<file path="src/rtl/fpu_pkg.sv">
package fpu_pkg;

    // data shape of one request
    localparam int NUM_THREADS = 2;
    localparam int FLEN        = 32;
    localparam int EXP_BITS    = 8;
    localparam int MAN_BITS    = 23;
    localparam int TAG_BITS    = 4;
    localparam int FRM_BITS    = 3;

    // lane depths and arbiter priority order, lowest index wins
    localparam int LATENCY_SIGN      = 1;
    localparam int LATENCY_CLASS_CMP = 2;
    localparam int NUM_LANES         = 2;
    localparam int LANE_SIGN         = 0;
    localparam int LANE_CLASS_CMP    = 1;

    typedef enum logic [1:0] {
        OP_SGNJ,
        OP_MV,
        OP_CLASS,
        OP_CMP
    } fpu_op_e;

    typedef enum logic [2:0] {
        FN_SGNJ,
        FN_SGNJN,
        FN_SGNJX,
        FN_MOVE,
        FN_CLASS,
        FN_FLE,
        FN_FLT,
        FN_FEQ
    } ncp_func_e;

    typedef struct packed {
        logic nv;
        logic dz;
        logic of;
        logic uf;
        logic nx;
    } fflags_t;

    localparam int FLAG_NV = 4;

    // one-hot positions of the fclass result
    localparam int CLASS_BITS     = 10;
    localparam int CLASS_NEG_INF  = 0;
    localparam int CLASS_NEG_NORM = 1;
    localparam int CLASS_NEG_SUB  = 2;
    localparam int CLASS_NEG_ZERO = 3;
    localparam int CLASS_POS_ZERO = 4;
    localparam int CLASS_POS_SUB  = 5;
    localparam int CLASS_POS_NORM = 6;
    localparam int CLASS_POS_INF  = 7;
    localparam int CLASS_SNAN     = 8;
    localparam int CLASS_QNAN     = 9;

    // payload widths of the two lane pipes
    localparam int SIGN_PIPE_BITS = TAG_BITS + NUM_THREADS * FLEN;
    localparam int CMP_PIPE_BITS  = TAG_BITS + 1 + NUM_THREADS * (FLEN + $bits(fflags_t));

endpackage

</file>
<file path="src/rtl/fpu_op_decode.sv">
`timescale 1ns/1ps

module fpu_op_decode (
    input  logic                         valid_in,
    input  fpu_pkg::fpu_op_e             op_type,
    input  logic [fpu_pkg::FRM_BITS-1:0] frm,
    input  logic                         sign_ready,
    input  logic                         class_cmp_ready,
    output logic                         sign_valid,
    output logic                         class_cmp_valid,
    output fpu_pkg::ncp_func_e           func,
    output logic                         ready_in
);

    logic to_class_cmp;

    always_comb begin
        func         = fpu_pkg::FN_MOVE;
        to_class_cmp = 1'b0;
        case (op_type)
            fpu_pkg::OP_SGNJ: begin
                case (frm)
                    3'd0:    func = fpu_pkg::FN_SGNJ;
                    3'd1:    func = fpu_pkg::FN_SGNJN;
                    3'd2:    func = fpu_pkg::FN_SGNJX;
                    default: func = fpu_pkg::FN_MOVE;
                endcase
            end
            fpu_pkg::OP_MV: begin
                func = fpu_pkg::FN_MOVE;
            end
            fpu_pkg::OP_CLASS: begin
                func         = fpu_pkg::FN_CLASS;
                to_class_cmp = 1'b1;
            end
            default: begin
                // unknown compare modifiers fall back to a move in the compare lane
                to_class_cmp = 1'b1;
                case (frm)
                    3'd0:    func = fpu_pkg::FN_FLE;
                    3'd1:    func = fpu_pkg::FN_FLT;
                    3'd2:    func = fpu_pkg::FN_FEQ;
                    default: func = fpu_pkg::FN_MOVE;
                endcase
            end
        endcase
    end

    assign sign_valid      = valid_in & ~to_class_cmp;
    assign class_cmp_valid = valid_in & to_class_cmp;

    // selected lane accepts in the same cycle its pipe advances
    assign ready_in = to_class_cmp ? class_cmp_ready : sign_ready;

endmodule

</file>
<file path="src/rtl/fpu_latency_pipe.sv">
`timescale 1ns/1ps

module fpu_latency_pipe #(
    parameter int DEPTH     = 1,
    parameter int DATA_BITS = 1
) (
    input  logic                 clk,
    input  logic                 reset,
    input  logic                 in_valid,
    input  logic [DATA_BITS-1:0] in_data,
    output logic                 in_ready,
    output logic                 out_valid,
    output logic [DATA_BITS-1:0] out_data,
    input  logic                 out_ready
);

    logic [DEPTH-1:0]                valid_q;
    logic [DEPTH-1:0][DATA_BITS-1:0] data_q;
    logic                            enable;

    // whole pipe moves when the last stage drains or is empty
    assign enable = out_ready | ~valid_q[DEPTH-1];

    always_ff @(posedge clk) begin
        if (reset) begin
            valid_q <= '0;
        end else if (enable) begin
            valid_q[0] <= in_valid;
            for (int i = 1; i < DEPTH; i++) begin
                valid_q[i] <= valid_q[i-1];
            end
        end
    end

    always_ff @(posedge clk) begin
        if (enable) begin
            data_q[0] <= in_data;
            for (int i = 1; i < DEPTH; i++) begin
                data_q[i] <= data_q[i-1];
            end
        end
    end

    assign in_ready  = enable;
    assign out_valid = valid_q[DEPTH-1];
    assign out_data  = data_q[DEPTH-1];

endmodule

</file>
<file path="src/rtl/fpu_sign_lane.sv">
`timescale 1ns/1ps

module fpu_sign_lane (
    input  logic                                                 clk,
    input  logic                                                 reset,
    input  logic                                                 in_valid,
    input  fpu_pkg::ncp_func_e                                   func,
    input  logic [fpu_pkg::TAG_BITS-1:0]                         tag_in,
    input  logic [fpu_pkg::NUM_THREADS-1:0][fpu_pkg::FLEN-1:0]   dataa,
    input  logic [fpu_pkg::NUM_THREADS-1:0][fpu_pkg::FLEN-1:0]   datab,
    output logic                                                 in_ready,
    output logic                                                 out_valid,
    output logic [fpu_pkg::TAG_BITS-1:0]                         out_tag,
    output logic [fpu_pkg::NUM_THREADS-1:0][fpu_pkg::FLEN-1:0]   out_result,
    input  logic                                                 out_ready
);

    localparam int MSB = fpu_pkg::FLEN - 1;

    logic [fpu_pkg::NUM_THREADS-1:0][fpu_pkg::FLEN-1:0] lane_result;
    logic [fpu_pkg::SIGN_PIPE_BITS-1:0]                 pipe_out;

    // only the sign bit changes, the magnitude always comes from dataa
    always_comb begin
        for (int t = 0; t < fpu_pkg::NUM_THREADS; t++) begin
            case (func)
                fpu_pkg::FN_SGNJ:  lane_result[t] = {datab[t][MSB], dataa[t][MSB-1:0]};
                fpu_pkg::FN_SGNJN: lane_result[t] = {~datab[t][MSB], dataa[t][MSB-1:0]};
                fpu_pkg::FN_SGNJX: begin
                    lane_result[t] = {dataa[t][MSB] ^ datab[t][MSB], dataa[t][MSB-1:0]};
                end
                default:           lane_result[t] = dataa[t];
            endcase
        end
    end

    fpu_latency_pipe #(
        .DEPTH     (fpu_pkg::LATENCY_SIGN),
        .DATA_BITS (fpu_pkg::SIGN_PIPE_BITS)
    ) u_pipe (
        .clk       (clk),
        .reset     (reset),
        .in_valid  (in_valid),
        .in_data   ({tag_in, lane_result}),
        .in_ready  (in_ready),
        .out_valid (out_valid),
        .out_data  (pipe_out),
        .out_ready (out_ready)
    );

    assign {out_tag, out_result} = pipe_out;

endmodule

</file>
<file path="src/rtl/fpu_class_cmp_lane.sv">
`timescale 1ns/1ps

module fpu_class_cmp_lane (
    input  logic                                                 clk,
    input  logic                                                 reset,
    input  logic                                                 in_valid,
    input  fpu_pkg::ncp_func_e                                   func,
    input  logic [fpu_pkg::TAG_BITS-1:0]                         tag_in,
    input  logic [fpu_pkg::NUM_THREADS-1:0][fpu_pkg::FLEN-1:0]   dataa,
    input  logic [fpu_pkg::NUM_THREADS-1:0][fpu_pkg::FLEN-1:0]   datab,
    output logic                                                 in_ready,
    output logic                                                 out_valid,
    output logic [fpu_pkg::TAG_BITS-1:0]                         out_tag,
    output logic [fpu_pkg::NUM_THREADS-1:0][fpu_pkg::FLEN-1:0]   out_result,
    output logic                                                 out_has_fflags,
    output fpu_pkg::fflags_t [fpu_pkg::NUM_THREADS-1:0]          out_fflags,
    input  logic                                                 out_ready
);

    localparam int MSB = fpu_pkg::FLEN - 1;

    logic [fpu_pkg::NUM_THREADS-1:0][fpu_pkg::FLEN-1:0] lane_result;
    fpu_pkg::fflags_t [fpu_pkg::NUM_THREADS-1:0]        lane_fflags;
    logic                                               lane_has_fflags;
    logic [fpu_pkg::CMP_PIPE_BITS-1:0]                  pipe_out;

    // one-hot class of a single-precision value
    function automatic logic [fpu_pkg::CLASS_BITS-1:0] classify(input logic [MSB:0] x);
        logic                          sign;
        logic                          exp_max;
        logic                          exp_zero;
        logic                          man_zero;
        logic [fpu_pkg::CLASS_BITS-1:0] cls;
        sign     = x[MSB];
        exp_max  = &x[MSB-1 -: fpu_pkg::EXP_BITS];
        exp_zero = ~|x[MSB-1 -: fpu_pkg::EXP_BITS];
        man_zero = ~|x[fpu_pkg::MAN_BITS-1:0];
        cls      = '0;
        if (exp_max && !man_zero) begin
            // top mantissa bit tells quiet from signaling
            if (x[fpu_pkg::MAN_BITS-1]) begin
                cls[fpu_pkg::CLASS_QNAN] = 1'b1;
            end else begin
                cls[fpu_pkg::CLASS_SNAN] = 1'b1;
            end
        end else if (exp_max) begin
            cls[sign ? fpu_pkg::CLASS_NEG_INF : fpu_pkg::CLASS_POS_INF] = 1'b1;
        end else if (exp_zero && man_zero) begin
            cls[sign ? fpu_pkg::CLASS_NEG_ZERO : fpu_pkg::CLASS_POS_ZERO] = 1'b1;
        end else if (exp_zero) begin
            cls[sign ? fpu_pkg::CLASS_NEG_SUB : fpu_pkg::CLASS_POS_SUB] = 1'b1;
        end else begin
            cls[sign ? fpu_pkg::CLASS_NEG_NORM : fpu_pkg::CLASS_POS_NORM] = 1'b1;
        end
        return cls;
    endfunction

    for (genvar t = 0; t < fpu_pkg::NUM_THREADS; t++) begin : g_thread
        logic [fpu_pkg::CLASS_BITS-1:0] cls_a;
        logic [fpu_pkg::CLASS_BITS-1:0] cls_b;
        logic                           any_nan;
        logic                           any_snan;
        logic                           both_zero;
        logic                           a_lt_b;
        logic                           a_eq_b;

        assign cls_a = classify(dataa[t]);
        assign cls_b = classify(datab[t]);

        assign any_snan  = cls_a[fpu_pkg::CLASS_SNAN] | cls_b[fpu_pkg::CLASS_SNAN];
        assign any_nan   = any_snan | cls_a[fpu_pkg::CLASS_QNAN] | cls_b[fpu_pkg::CLASS_QNAN];
        assign both_zero = (cls_a[fpu_pkg::CLASS_NEG_ZERO] | cls_a[fpu_pkg::CLASS_POS_ZERO])
                         & (cls_b[fpu_pkg::CLASS_NEG_ZERO] | cls_b[fpu_pkg::CLASS_POS_ZERO]);

        // sign-magnitude ordering, magnitudes compare as plain integers
        assign a_lt_b = (dataa[t][MSB] != datab[t][MSB]) ? (dataa[t][MSB] & ~both_zero) :
                        dataa[t][MSB] ? (datab[t][MSB-1:0] < dataa[t][MSB-1:0]) :
                                        (dataa[t][MSB-1:0] < datab[t][MSB-1:0]);
        assign a_eq_b = both_zero | (dataa[t] == datab[t]);

        always_comb begin
            lane_result[t] = dataa[t];
            lane_fflags[t] = '0;
            case (func)
                fpu_pkg::FN_CLASS: begin
                    lane_result[t] = {{(fpu_pkg::FLEN - fpu_pkg::CLASS_BITS){1'b0}}, cls_a};
                end
                fpu_pkg::FN_FLE: begin
                    lane_result[t] = {{MSB{1'b0}}, ~any_nan & (a_lt_b | a_eq_b)};
                    lane_fflags[t][fpu_pkg::FLAG_NV] = any_nan;
                end
                fpu_pkg::FN_FLT: begin
                    lane_result[t] = {{MSB{1'b0}}, ~any_nan & a_lt_b};
                    lane_fflags[t][fpu_pkg::FLAG_NV] = any_nan;
                end
                fpu_pkg::FN_FEQ: begin
                    // quiet compare, only a signaling NaN is invalid
                    lane_result[t] = {{MSB{1'b0}}, ~any_nan & a_eq_b};
                    lane_fflags[t][fpu_pkg::FLAG_NV] = any_snan;
                end
                default: begin
                    lane_result[t] = dataa[t];
                end
            endcase
        end
    end

    assign lane_has_fflags = (func == fpu_pkg::FN_FLE) || (func == fpu_pkg::FN_FLT)
                          || (func == fpu_pkg::FN_FEQ);

    fpu_latency_pipe #(
        .DEPTH     (fpu_pkg::LATENCY_CLASS_CMP),
        .DATA_BITS (fpu_pkg::CMP_PIPE_BITS)
    ) u_pipe (
        .clk       (clk),
        .reset     (reset),
        .in_valid  (in_valid),
        .in_data   ({tag_in, lane_has_fflags, lane_result, lane_fflags}),
        .in_ready  (in_ready),
        .out_valid (out_valid),
        .out_data  (pipe_out),
        .out_ready (out_ready)
    );

    assign {out_tag, out_has_fflags, out_result, out_fflags} = pipe_out;

endmodule

</file>
<file path="src/rtl/fpu_result_arbiter.sv">
`timescale 1ns/1ps

module fpu_result_arbiter (
    input  logic                                                 sign_valid,
    input  logic [fpu_pkg::TAG_BITS-1:0]                         sign_tag,
    input  logic [fpu_pkg::NUM_THREADS-1:0][fpu_pkg::FLEN-1:0]   sign_result,
    input  logic                                                 cmp_valid,
    input  logic [fpu_pkg::TAG_BITS-1:0]                         cmp_tag,
    input  logic [fpu_pkg::NUM_THREADS-1:0][fpu_pkg::FLEN-1:0]   cmp_result,
    input  logic                                                 cmp_has_fflags,
    input  fpu_pkg::fflags_t [fpu_pkg::NUM_THREADS-1:0]          cmp_fflags,
    input  logic                                                 ready_out,
    output logic                                                 sign_ready,
    output logic                                                 cmp_ready,
    output logic                                                 valid_out,
    output logic [fpu_pkg::TAG_BITS-1:0]                         tag_out,
    output logic [fpu_pkg::NUM_THREADS-1:0][fpu_pkg::FLEN-1:0]   result,
    output logic                                                 has_fflags,
    output fpu_pkg::fflags_t [fpu_pkg::NUM_THREADS-1:0]          fflags
);

    logic [fpu_pkg::NUM_LANES-1:0] lane_valid;
    logic [fpu_pkg::NUM_LANES-1:0] lane_grant;
    logic [fpu_pkg::NUM_LANES-1:0] lane_ready;
    logic                          sel_sign;

    assign lane_valid[fpu_pkg::LANE_SIGN]      = sign_valid;
    assign lane_valid[fpu_pkg::LANE_CLASS_CMP] = cmp_valid;

    // lowest set valid bit wins
    assign lane_grant = lane_valid & ~(lane_valid - 1'b1);
    assign lane_ready = lane_grant & {fpu_pkg::NUM_LANES{ready_out}};

    assign sign_ready = lane_ready[fpu_pkg::LANE_SIGN];
    assign cmp_ready  = lane_ready[fpu_pkg::LANE_CLASS_CMP];
    assign sel_sign   = lane_grant[fpu_pkg::LANE_SIGN];

    assign valid_out  = |lane_valid;
    assign tag_out    = sel_sign ? sign_tag : cmp_tag;
    assign result     = sel_sign ? sign_result : cmp_result;
    // sign results never carry flags
    assign has_fflags = sel_sign ? 1'b0 : cmp_has_fflags;
    assign fflags     = sel_sign ? '0 : cmp_fflags;

endmodule

</file>
<file path="src/rtl/fpu_ncp_unit.sv">
`timescale 1ns/1ps

module fpu_ncp_unit (
    input  logic                                                 clk,
    input  logic                                                 reset,
    input  logic                                                 valid_in,
    input  fpu_pkg::fpu_op_e                                     op_type,
    input  logic [fpu_pkg::FRM_BITS-1:0]                         frm,
    input  logic [fpu_pkg::TAG_BITS-1:0]                         tag_in,
    input  logic [fpu_pkg::NUM_THREADS-1:0][fpu_pkg::FLEN-1:0]   dataa,
    input  logic [fpu_pkg::NUM_THREADS-1:0][fpu_pkg::FLEN-1:0]   datab,
    output logic                                                 ready_in,
    output logic                                                 valid_out,
    output logic [fpu_pkg::TAG_BITS-1:0]                         tag_out,
    output logic [fpu_pkg::NUM_THREADS-1:0][fpu_pkg::FLEN-1:0]   result,
    output logic                                                 has_fflags,
    output fpu_pkg::fflags_t [fpu_pkg::NUM_THREADS-1:0]          fflags,
    input  logic                                                 ready_out
);

    fpu_pkg::ncp_func_e                                 func;
    logic                                               sign_in_valid;
    logic                                               sign_in_ready;
    logic                                               sign_req_valid;
    logic                                               sign_req_ready;
    logic                                               cmp_stalled;
    logic                                               sign_out_valid;
    logic                                               sign_out_ready;
    logic [fpu_pkg::TAG_BITS-1:0]                       sign_tag;
    logic [fpu_pkg::NUM_THREADS-1:0][fpu_pkg::FLEN-1:0] sign_result;
    logic                                               cmp_in_valid;
    logic                                               cmp_in_ready;
    logic                                               cmp_out_valid;
    logic                                               cmp_out_ready;
    logic [fpu_pkg::TAG_BITS-1:0]                       cmp_tag;
    logic [fpu_pkg::NUM_THREADS-1:0][fpu_pkg::FLEN-1:0] cmp_result;
    logic                                               cmp_has_fflags;
    fpu_pkg::fflags_t [fpu_pkg::NUM_THREADS-1:0]        cmp_fflags;

    // a lone stalled compare result keeps the port until it transfers
    // so the sign lane takes no request that would overtake it meanwhile
    assign cmp_stalled    = cmp_out_valid & ~sign_out_valid & ~ready_out;
    assign sign_req_ready = sign_in_ready & ~cmp_stalled;
    assign sign_req_valid = sign_in_valid & ~cmp_stalled;

    fpu_op_decode u_decode (
        .valid_in        (valid_in),
        .op_type         (op_type),
        .frm             (frm),
        .sign_ready      (sign_req_ready),
        .class_cmp_ready (cmp_in_ready),
        .sign_valid      (sign_in_valid),
        .class_cmp_valid (cmp_in_valid),
        .func            (func),
        .ready_in        (ready_in)
    );

    fpu_sign_lane u_sign_lane (
        .clk        (clk),
        .reset      (reset),
        .in_valid   (sign_req_valid),
        .func       (func),
        .tag_in     (tag_in),
        .dataa      (dataa),
        .datab      (datab),
        .in_ready   (sign_in_ready),
        .out_valid  (sign_out_valid),
        .out_tag    (sign_tag),
        .out_result (sign_result),
        .out_ready  (sign_out_ready)
    );

    fpu_class_cmp_lane u_class_cmp_lane (
        .clk            (clk),
        .reset          (reset),
        .in_valid       (cmp_in_valid),
        .func           (func),
        .tag_in         (tag_in),
        .dataa          (dataa),
        .datab          (datab),
        .in_ready       (cmp_in_ready),
        .out_valid      (cmp_out_valid),
        .out_tag        (cmp_tag),
        .out_result     (cmp_result),
        .out_has_fflags (cmp_has_fflags),
        .out_fflags     (cmp_fflags),
        .out_ready      (cmp_out_ready)
    );

    fpu_result_arbiter u_arbiter (
        .sign_valid     (sign_out_valid),
        .sign_tag       (sign_tag),
        .sign_result    (sign_result),
        .cmp_valid      (cmp_out_valid),
        .cmp_tag        (cmp_tag),
        .cmp_result     (cmp_result),
        .cmp_has_fflags (cmp_has_fflags),
        .cmp_fflags     (cmp_fflags),
        .ready_out      (ready_out),
        .sign_ready     (sign_out_ready),
        .cmp_ready      (cmp_out_ready),
        .valid_out      (valid_out),
        .tag_out        (tag_out),
        .result         (result),
        .has_fflags     (has_fflags),
        .fflags         (fflags)
    );

endmodule

</file>
<file path="config.mk">
export PLATFORM = sky130hd
export DESIGN_NAME = fpu_ncp_unit
export DESIGN_NICKNAME = d
export VERILOG_FILES = /design/src/rtl/fpu_pkg.sv /design/src/rtl/fpu_op_decode.sv /design/src/rtl/fpu_latency_pipe.sv /design/src/rtl/fpu_sign_lane.sv /design/src/rtl/fpu_class_cmp_lane.sv /design/src/rtl/fpu_result_arbiter.sv /design/src/rtl/fpu_ncp_unit.sv
export SDC_FILE = /design/constraint.sdc
export NUM_CORES = 1
export LEC_CHECK = 0
export BUFFER_PORTS_ARGS = -buffer_cell sky130_fd_sc_hd__buf_2
export CAP_MARGIN = 20
export CORE_MARGIN = 8
export CORE_UTILIZATION = 29
export CTS_CLUSTER_DIAMETER = 60
export DETAILED_ROUTE_END_ITERATION = 6
export GPL_TIMING_DRIVEN = 0
export PLACE_DENSITY = 0.59
export REMOVE_ABC_BUFFERS = 1
export SYNTH_ARGS = -nofsm -noshare
export SYNTH_HDL_FRONTEND = slang
export SYNTH_SLANG_ARGS = --single-unit
export TNS_END_PERCENT = 30
</file>
<file path="constraint.sdc">
create_clock -name clk -period 12.65 [get_ports clk]
set_input_delay 0.6325 -clock clk [delete_from_list [all_inputs] [get_ports clk]]
set_output_delay 0.6325 -clock clk [all_outputs]
set_load 0.01 [all_outputs]
</file>
==> impl_metrics.py, run 1 <==
metrics = {
    "status": {
        "status": "completed",
    },
    "timing": {
        "worst_pin_slew_ns": 0.817,
        "slew_headroom_pct": 45.1,
        "fin_crit_sh_pct": 23.7,
        "maxSlewViolCount": 0,
        "setup_viol": 0,
        "finalClockSkew_ns": 0.0267,
        "max_clock_freq_ghz": 0.333,
        "min_period_ns": 3.00,
        "holdWs_ns": 0.278,
        "hold_viol_final": 0,
        "grt_setup_unrepaired": "no",
        "fin_tns_setup_ns": 0,
    },
    "clock_network": {
        "cts_buffer_depth": 3,
        "cts_hold_repair.buffers": 0,
        "h-tree-depth": 1,
        "cts_sinks": 213,
        "cts_resized": 0,
        "clkTransAtPathRegs_ns": 0.06,
        "cts_buffers": 28,
        "cts_root_buffer": "clkbuf_16",
        "cts_tree": "yes",
        "clk_latency_ns": 0.55,
        "post-cts-setup-buffers": 0,
    },
    "yosys": {
        "synth-edff-count": 210,
        "avgSynthCellArea_um2": 13.2,
        "syn_area_mm2": 0.0100,
        "syn_inst": 759,
        "ys_seq_area_share_pct": 63.4,
        "synth_top_area_share_pct": 62.8,
        "ys_seq_elements": 213,
        "ys_warn_count": 0,
        "netlist_top_cells_area": "edfxtp_1, ha_1, mux2_2, inv_1, nor2_1",
        "synth_cell_types": 52,
        "yosys.area.top_type": "edfxtp_1",
        "synth-main-ff-cell": "edfxtp_1",
        "async_flop_share_pct": 0,
    },
    "setup_path": {
        "critPathCaptureType": "primary output",
        "rrSetupSlack_ns": 10.80,
        "cp_max_fo": 39,
        "start_kind": "flop",
        "crit_chain": "nand2_4, buf_16, nor2_1, a21oi_1, buf_2",
        "regToRegStartpoint": "u_sign_lane.u_pipe.out_valid",
        "worstSetupPathType": "flop to primary output",
        "slowest_delay_ns": 0.71,
        "cp.required_ns": 12.02,
        "reg2reg_to": "u_sign_lane.u_pipe.out_data[28]",
        "slowest_stage": "dfxtp_4",
        "crit_arrival_ns": 2.37,
        "reg2reg_depth": 2,
    },
    "power": {
        "clock_power_share_pct": 42.3,
        "sequentialPowerShare_pct": 46.3,
        "switchingPower_uw": 438,
        "p_comb_share_pct": 11.3,
        "vdd_ir_drop_max_v": 0.0000913,
        "p_leak_nw": 5.40,
        "pwr_density_cell_mw_per_mm2": 145,
        "internal_power_mw": 1.41,
        "p_total_mw": 1.85,
        "sw_frac_of_total_pct": 23.7,
    },
    "cells_and_area": {
        "stdcell_count": 1466,
        "nNetsFinal": 1193,
        "num-fill-cells": 3349,
        "drive_gt1_share_pct": 33.9,
        "syn2layout_area_growth_pct": 26.8,
    },
    "drt": {
        "finalWirelength_um": 28300,
        "post_drt_wl_per_cell_um": 19.3,
        "firstDrtPassIters": 4,
        "drtIter0Drc": 425,
        "drcViolationCount": 0,
        "final_antenna_net_count": 0,
        "viasPerCell": 4.82,
        "vias": 7059,
    },
    "floorplan": {
        "fp.dieH_um": 202,
        "num_rows": 68,
        "start_util_pct": 29.3,
        "dieArea_mm2": 0.0408,
        "die_x_um": 202,
        "io_pins": 222,
        "fp.coreArea_mm2": 0.0343,
    },
    "global_routing": {
        "grt_pass1_wl_um": 43500,
        "overflow": 0,
        "first_global_vias": 7373,
        "antenna_found_initial": 13,
        "grt_max_degree": 41,
        "grt_use_total_pct": 13.6,
    },
    "hold_path": {
        "min_path_type": "input port to flop",
        "hp-start": "reset",
        "min_path_cells": 2,
        "whs_endpoint": "u_sign_lane.u_pipe.out_valid",
    },
    "placed_design": {
        "port_buffers": 213,
        "place_congestion": 0.801,
        "dp_cells": 1415,
        "hpwl_um": 21700,
    },
    "flow_run": {
        "cap_violations": 0,
    },
}
[cell families (layout without fill, tap and decap cells)]
family / after synthesis / count (layout) / synth area share (%)
other: 1 / 10 / 0.0373
adder cells (fa/ha/maj): 62 / 62 / 7.72
AND/OR/NAND/NOR: 213 / 213 / 10.7
buffers and inverters: 96 / 339 / 3.89
multiplexers: 69 / 69 / 7.74
AO/OA/AOI/OAI: 103 / 103 / 6.37
flip-flops: 213 / 213 / 63.4
XOR/XNOR: 2 / 2 / 0.174
[cells in the final DEF, fill, tap and decap left out, types with 3 or more instances in the layout]
cell type  synthesis  layout
bufinv_16          0       3
nand3_1           17      17
nand2_1           32      31
nor4_1            26      26
and2_1             4       3
mux2_2            68      68
ha_1              62      62
o32ai_1            3       3
buf_16             0       4
or3_1              3       3
a211o_1            4       4
clkinv_1           0       6
buf_12             0       5
clkbuf_16          0      29
buf_2              0     213
nand2b_1           4       4
inv_1             68      68
edfxtp_1         210     210
and4_1             5       5
nor2b_1            8       8
o21ai_0           37      36
nor2_1            68      68
a21oi_1           27      27
nand4_1           28      28
a21o_1             6       6
nor3_1            11      11
conb_1             1       8
[flip-flops by register name, summed over array words and instances (netlist names)]
register and count:
u_sign_lane.u_pipe.out_data 68, u_class_cmp_lane.u_pipe.out_data 71, u_sign_lane.u_pipe.out_valid 1, u_class_cmp_lane.u_pipe.data_q 71, u_class_cmp_lane.u_pipe.valid_q 2
[synthesized netlist by cell type, drive strengths merged (17+ instances only)]
cell / n
edfxtp: 210
mux2: 69
nor2: 69
inv: 68
ha: 62
o21ai: 40
nand2: 32
nand4: 28
a21oi: 27
nor4: 27
clkbuf: 18
nand3: 17
[worst max path at each step]
stage	start	endpoint	slack, ns	cells past startpoint
finish	u_sign_lane.u_pipe.out_valid	ready_in	9.65	5
global route	u_sign_lane.u_pipe.out_valid	ready_in	9.43	5
CTS	u_sign_lane.u_pipe.out_valid	ready_in	9.49	5
detailed placement	dataa[29]	u_class_cmp_lane.u_pipe.data_q[10]	9.74	10
global placement	u_sign_lane.u_pipe.out_valid	u_class_cmp_lane.u_pipe.out_data[37]	-7.21	1
floorplan	u_sign_lane.u_pipe.out_valid	u_class_cmp_lane.u_pipe.valid_q[1]	0.21	2
[worst max-delay path, delay by kind of cell, from the launching register on]
| kind | cells | cell delay, ns |
|---|---|---|
| flops | 1 | 0.71 |
| compound gates | 1 | 0.04 |
| simple gates | 2 | 0.60 |
| buf+inv | 2 | 0.48 |
[power by group through the flow]
stage | Sequential [mW] | Combinational [mW] | Clock, mW
2_1_floorplan | 0.872 | 0.108 | 0
3_3_place_gp | 0.881 | 0.203 | 0
3_5_place_dp | 0.872 | 0.213 | 0
4_1_cts | 0.858 | 0.215 | 0.811
5_1_grt | 0.862 | 0.234 | 0.840
6_report | 0.857 | 0.210 | 0.783
[per-layer routing]
metal	part of all wire [%]	wire length [um]	track usage, %	vias up
met2	46	13100	22.3	261
li1	-	-	-	3334
met3	9.2	2600	4.79	53
met4	2.3	638	3.76	22
met5	0.46	131	0	-
met1	42	11800	16.8	3389
[final cells by class]
cell class | instances | area, um^2 | share of cell area, %
sequential | 213 | 6370 | 50.0
multi-input combinational | 457 | 3330 | 26.2
timing repair buffer | 222 | 1280 | 10.0
clock buffer | 30 | 729 | 5.73
tap | 455 | 569 | 4.47
inverter | 68 | 255 | 2.00
clock inverter | 19 | 195 | 1.53
antenna | 2 | 5.00 | 0.0393
[metrics by stage]
stage / area, um^2 / setup slack [ns] / utilization [%]
after floorplan: 9930 / 0.210 / -
after global placement: 11600 / -7.21 / 33.7
after detailed placement: 11800 / 9.74 / 34.4
after CTS: 12700 / 9.49 / 37.1
after global routing: 12700 / 9.43 / 37.1
final: 12700 / 9.65 / 37.1
No activity file was read; power rests on OpenSTA's default activity.
==> inputs of run 2 (changes only) <==
ABC_AREA = 1   (was unset)
PLACE_DENSITY = 0.6   (was 0.59)
clock period = 2.6 ns   (was 12.65 ns; I/O delays follow)
==> run 2 against run 1 <==
  * Sequential power rose to 4.9 times the previous value
  * Utilization rose by 2.2 points
  * Clock power rose to 5.3 times the previous value
  * Global-route usage rose by 0.93 points
  * Synthesized area rose by 4.4%
  * Clock skew fell by 0.015 ns
  * Largest power group unchanged
==> impl_metrics.py, run 2 <==
metrics = {
    "status": {
        "status": "completed",
    },
    "yosys": {
        "synth_cell_types": 34,
        "ys_seq_elements": 213,
        "synth_top_area_share_pct": 60.1,
        "synth-edff-count": 210,
        "synth-adder-area-share_pct": 7.40,
        "netlist_top_cells_area": "edfxtp_1, nand2_1, ha_1, nor2_1, inv_1",
        "yosys.area.top_type": "edfxtp_1",
        "synth_most_common_cell": "nand2_1",
        "syn_inst": 1054,
        "synth_common_cells": "nand2_1, edfxtp_1, nor2_1, inv_1, ha_1",
        "synth_top_family_by_area": "simple AND/OR/NAND/NOR gates",
        "synth-main-ff-cell": "edfxtp_1",
        "syn_area_mm2": 0.0105,
        "synthMuxAreaShare_pct": 0,
        "synth_xor_area_share_pct": 0,
        "ys_seq_area_share_pct": 60.7,
        "yosys.area_share.simple_pct": 22.4,
        "synth_compound_area_share_pct": 3.77,
        "avgSynthCellArea_um2": 9.95,
        "async_flop_share_pct": 0,
        "ys_warn_count": 0,
    },
    "cells_and_area": {
        "nNetsFinal": 1560,
        "final_common_cell": "nand2_1",
        "final_cell_mix": "nand2_1, buf_2, edfxtp_1",
        "num-fill-cells": 3512,
        "final_util_pct": 39.3,
        "stdcell_count": 1842,
        "syn2layout_area_growth_pct": 33.4,
        "drive_gt1_share_pct": 21.0,
    },
    "global_routing": {
        "grt_max_degree": 72,
        "grt_pass1_wl_um": 48000,
        "overflow": 0,
        "first_global_vias": 8728,
        "grt_use_total_pct": 14.5,
        "antenna_found_initial": 2,
    },
    "clock_network": {
        "cts_buffers": 30,
        "clkTransAtPathRegs_ns": 0.06,
        "cts_tree": "yes",
        "cts_sinks": 213,
        "clk_latency_ns": 0.56,
        "cts_buffer_depth": 3,
        "post-cts-setup-buffers": 0,
        "cts_root_buffer": "clkbuf_16",
        "h-tree-depth": 1,
    },
    "power": {
        "vdd_ir_drop_max_v": 0.000534,
        "p_total_mw": 9.56,
        "pwr_density_cell_mw_per_mm2": 683,
        "p_leak_nw": 6.58,
    },
    "timing": {
        "max_clock_freq_ghz": 0.397,
        "hold_viol_final": 0,
        "maxSlewViolCount": 0,
        "worst_pin_slew_ns": 0.529,
        "setup_viol": 0,
        "finalClockSkew_ns": 0.0112,
        "grt_setup_unrepaired": "no",
        "fin_crit_sh_pct": 96.9,
        "fin_tns_setup_ns": 0,
        "min_period_ns": 2.52,
        "slew_headroom_pct": 64.6,
    },
    "placed_design": {
        "dp_cells": 1709,
        "port_buffers": 213,
        "hpwl_um": 23100,
        "place_congestion": 0.838,
    },
    "setup_path": {
        "crit_arrival_ns": 2.79,
        "regToRegStartpoint": "u_sign_lane.u_pipe.out_valid",
        "cp.required_ns": 2.87,
        "start_kind": "flop",
        "worstSetupPathType": "flop to flop",
        "critPathLaunch": "u_sign_lane.u_pipe.out_valid",
        "cp_max_fo": 71,
        "reg2reg_to": "u_class_cmp_lane.u_pipe.out_data[45]",
        "endpoint": "u_class_cmp_lane.u_pipe.out_data[45]",
        "critPathCaptureType": "flop",
        "rrSetupSlack_ns": 0.08,
        "reg2reg_depth": 5,
    },
    "drt": {
        "finalWirelength_um": 31800,
        "final_antenna_net_count": 0,
        "post_drt_wl_per_cell_um": 17.2,
        "drcViolationCount": 0,
        "viasPerCell": 4.54,
        "drtIter0Drc": 414,
        "firstDrtPassIters": 5,
        "vias": 8366,
    },
    "floorplan": {
        "start_util_pct": 29.5,
        "num_rows": 69,
        "fp.dieH_um": 206,
        "fp.coreArea_mm2": 0.0356,
        "io_pins": 222,
        "die_x_um": 206,
        "dieArea_mm2": 0.0425,
    },
    "hold_path": {
        "min_path_type": "input port to flop",
        "min_path_cells": 2,
    },
    "flow_run": {
        "cap_violations": 0,
    },
}
-- run 2: how the worst min path moves through the flow --
stage | from | to | slack, ns
finish | dataa[31] | u_class_cmp_lane.u_pipe.data_q[15] | 0.07
global route | dataa[31] | u_class_cmp_lane.u_pipe.data_q[15] | 0.07
CTS | dataa[31] | u_class_cmp_lane.u_pipe.data_q[15] | 0.03
detailed placement | reset | u_sign_lane.u_pipe.out_valid | 0.31
global placement | reset | u_class_cmp_lane.u_pipe.valid_q[0] | 0.32
floorplan | reset | u_class_cmp_lane.u_pipe.valid_q[0] | 0.20
-- run 2: logic make-up after synthesis --
logic type	count (synthesis)
DFF	213
AOI/OAI and AO/OA	59
buffers and inverters	149
and+or+nand+nor	570
other	1
adders and majority gates	62
-- run 2: area by class of cell --
class / count / area (um^2) / area share [%]
clock buffers: 36 / 795 / 5.68
well taps: 461 / 577 / 4.12
inverters: 119 / 489 / 3.50
multi-input cells: 699 / 3560 / 25.5
flip-flops and latches: 213 / 6370 / 45.5
clock inverters: 19 / 231 / 1.65
repair buffers: 294 / 1960 / 14.0
diodes: 1 / 2.50 / 0.0179
-- run 2: worst max-delay path: stages (launching register included) --
cell and delay, ns:
dfxtp_4 0.59, buf_16 0.32, inv_16 0.12, a21oi_2 0.34, bufinv_16 0.29, bufbuf_16 0.36
-- run 2: through the flow --
step	hold slack (ns)	setup WS, ns	cell area, um^2
6_report	0.0660	0.0810	14000
5_1_grt	0.0688	0.0735	14000
4_1_cts	0.0343	0.0404	14000
3_5_place_dp	0.313	-0.624	12100
3_3_place_gp	0.318	-6.25	12000
2_1_floorplan	0.199	-2.64	10400
-- run 2: power breakdown --
part | total, mW | internal [mW] | switching [mW]
logic | 1.22 | 0.486 | 0.736
clock network | 4.16 | 2.53 | 1.63
registers | 4.18 | 4.10 | 0.0798
-- run 2: routing by layer --
metal,routed length (um),global-route usage (%)
met1,13700,17.9
met2,15400,25.1
met3,1580,2.21
met4,1110,6.16
met5,8,0
-- run 2: repair_timing --
action,CTS,global route
setup endpoints to repair,155,48
gates cloned,1,0
hold buffers,76,0
pin swaps,0,0
gates resized for setup,5,2
endpoints found under the hold margin,125,0
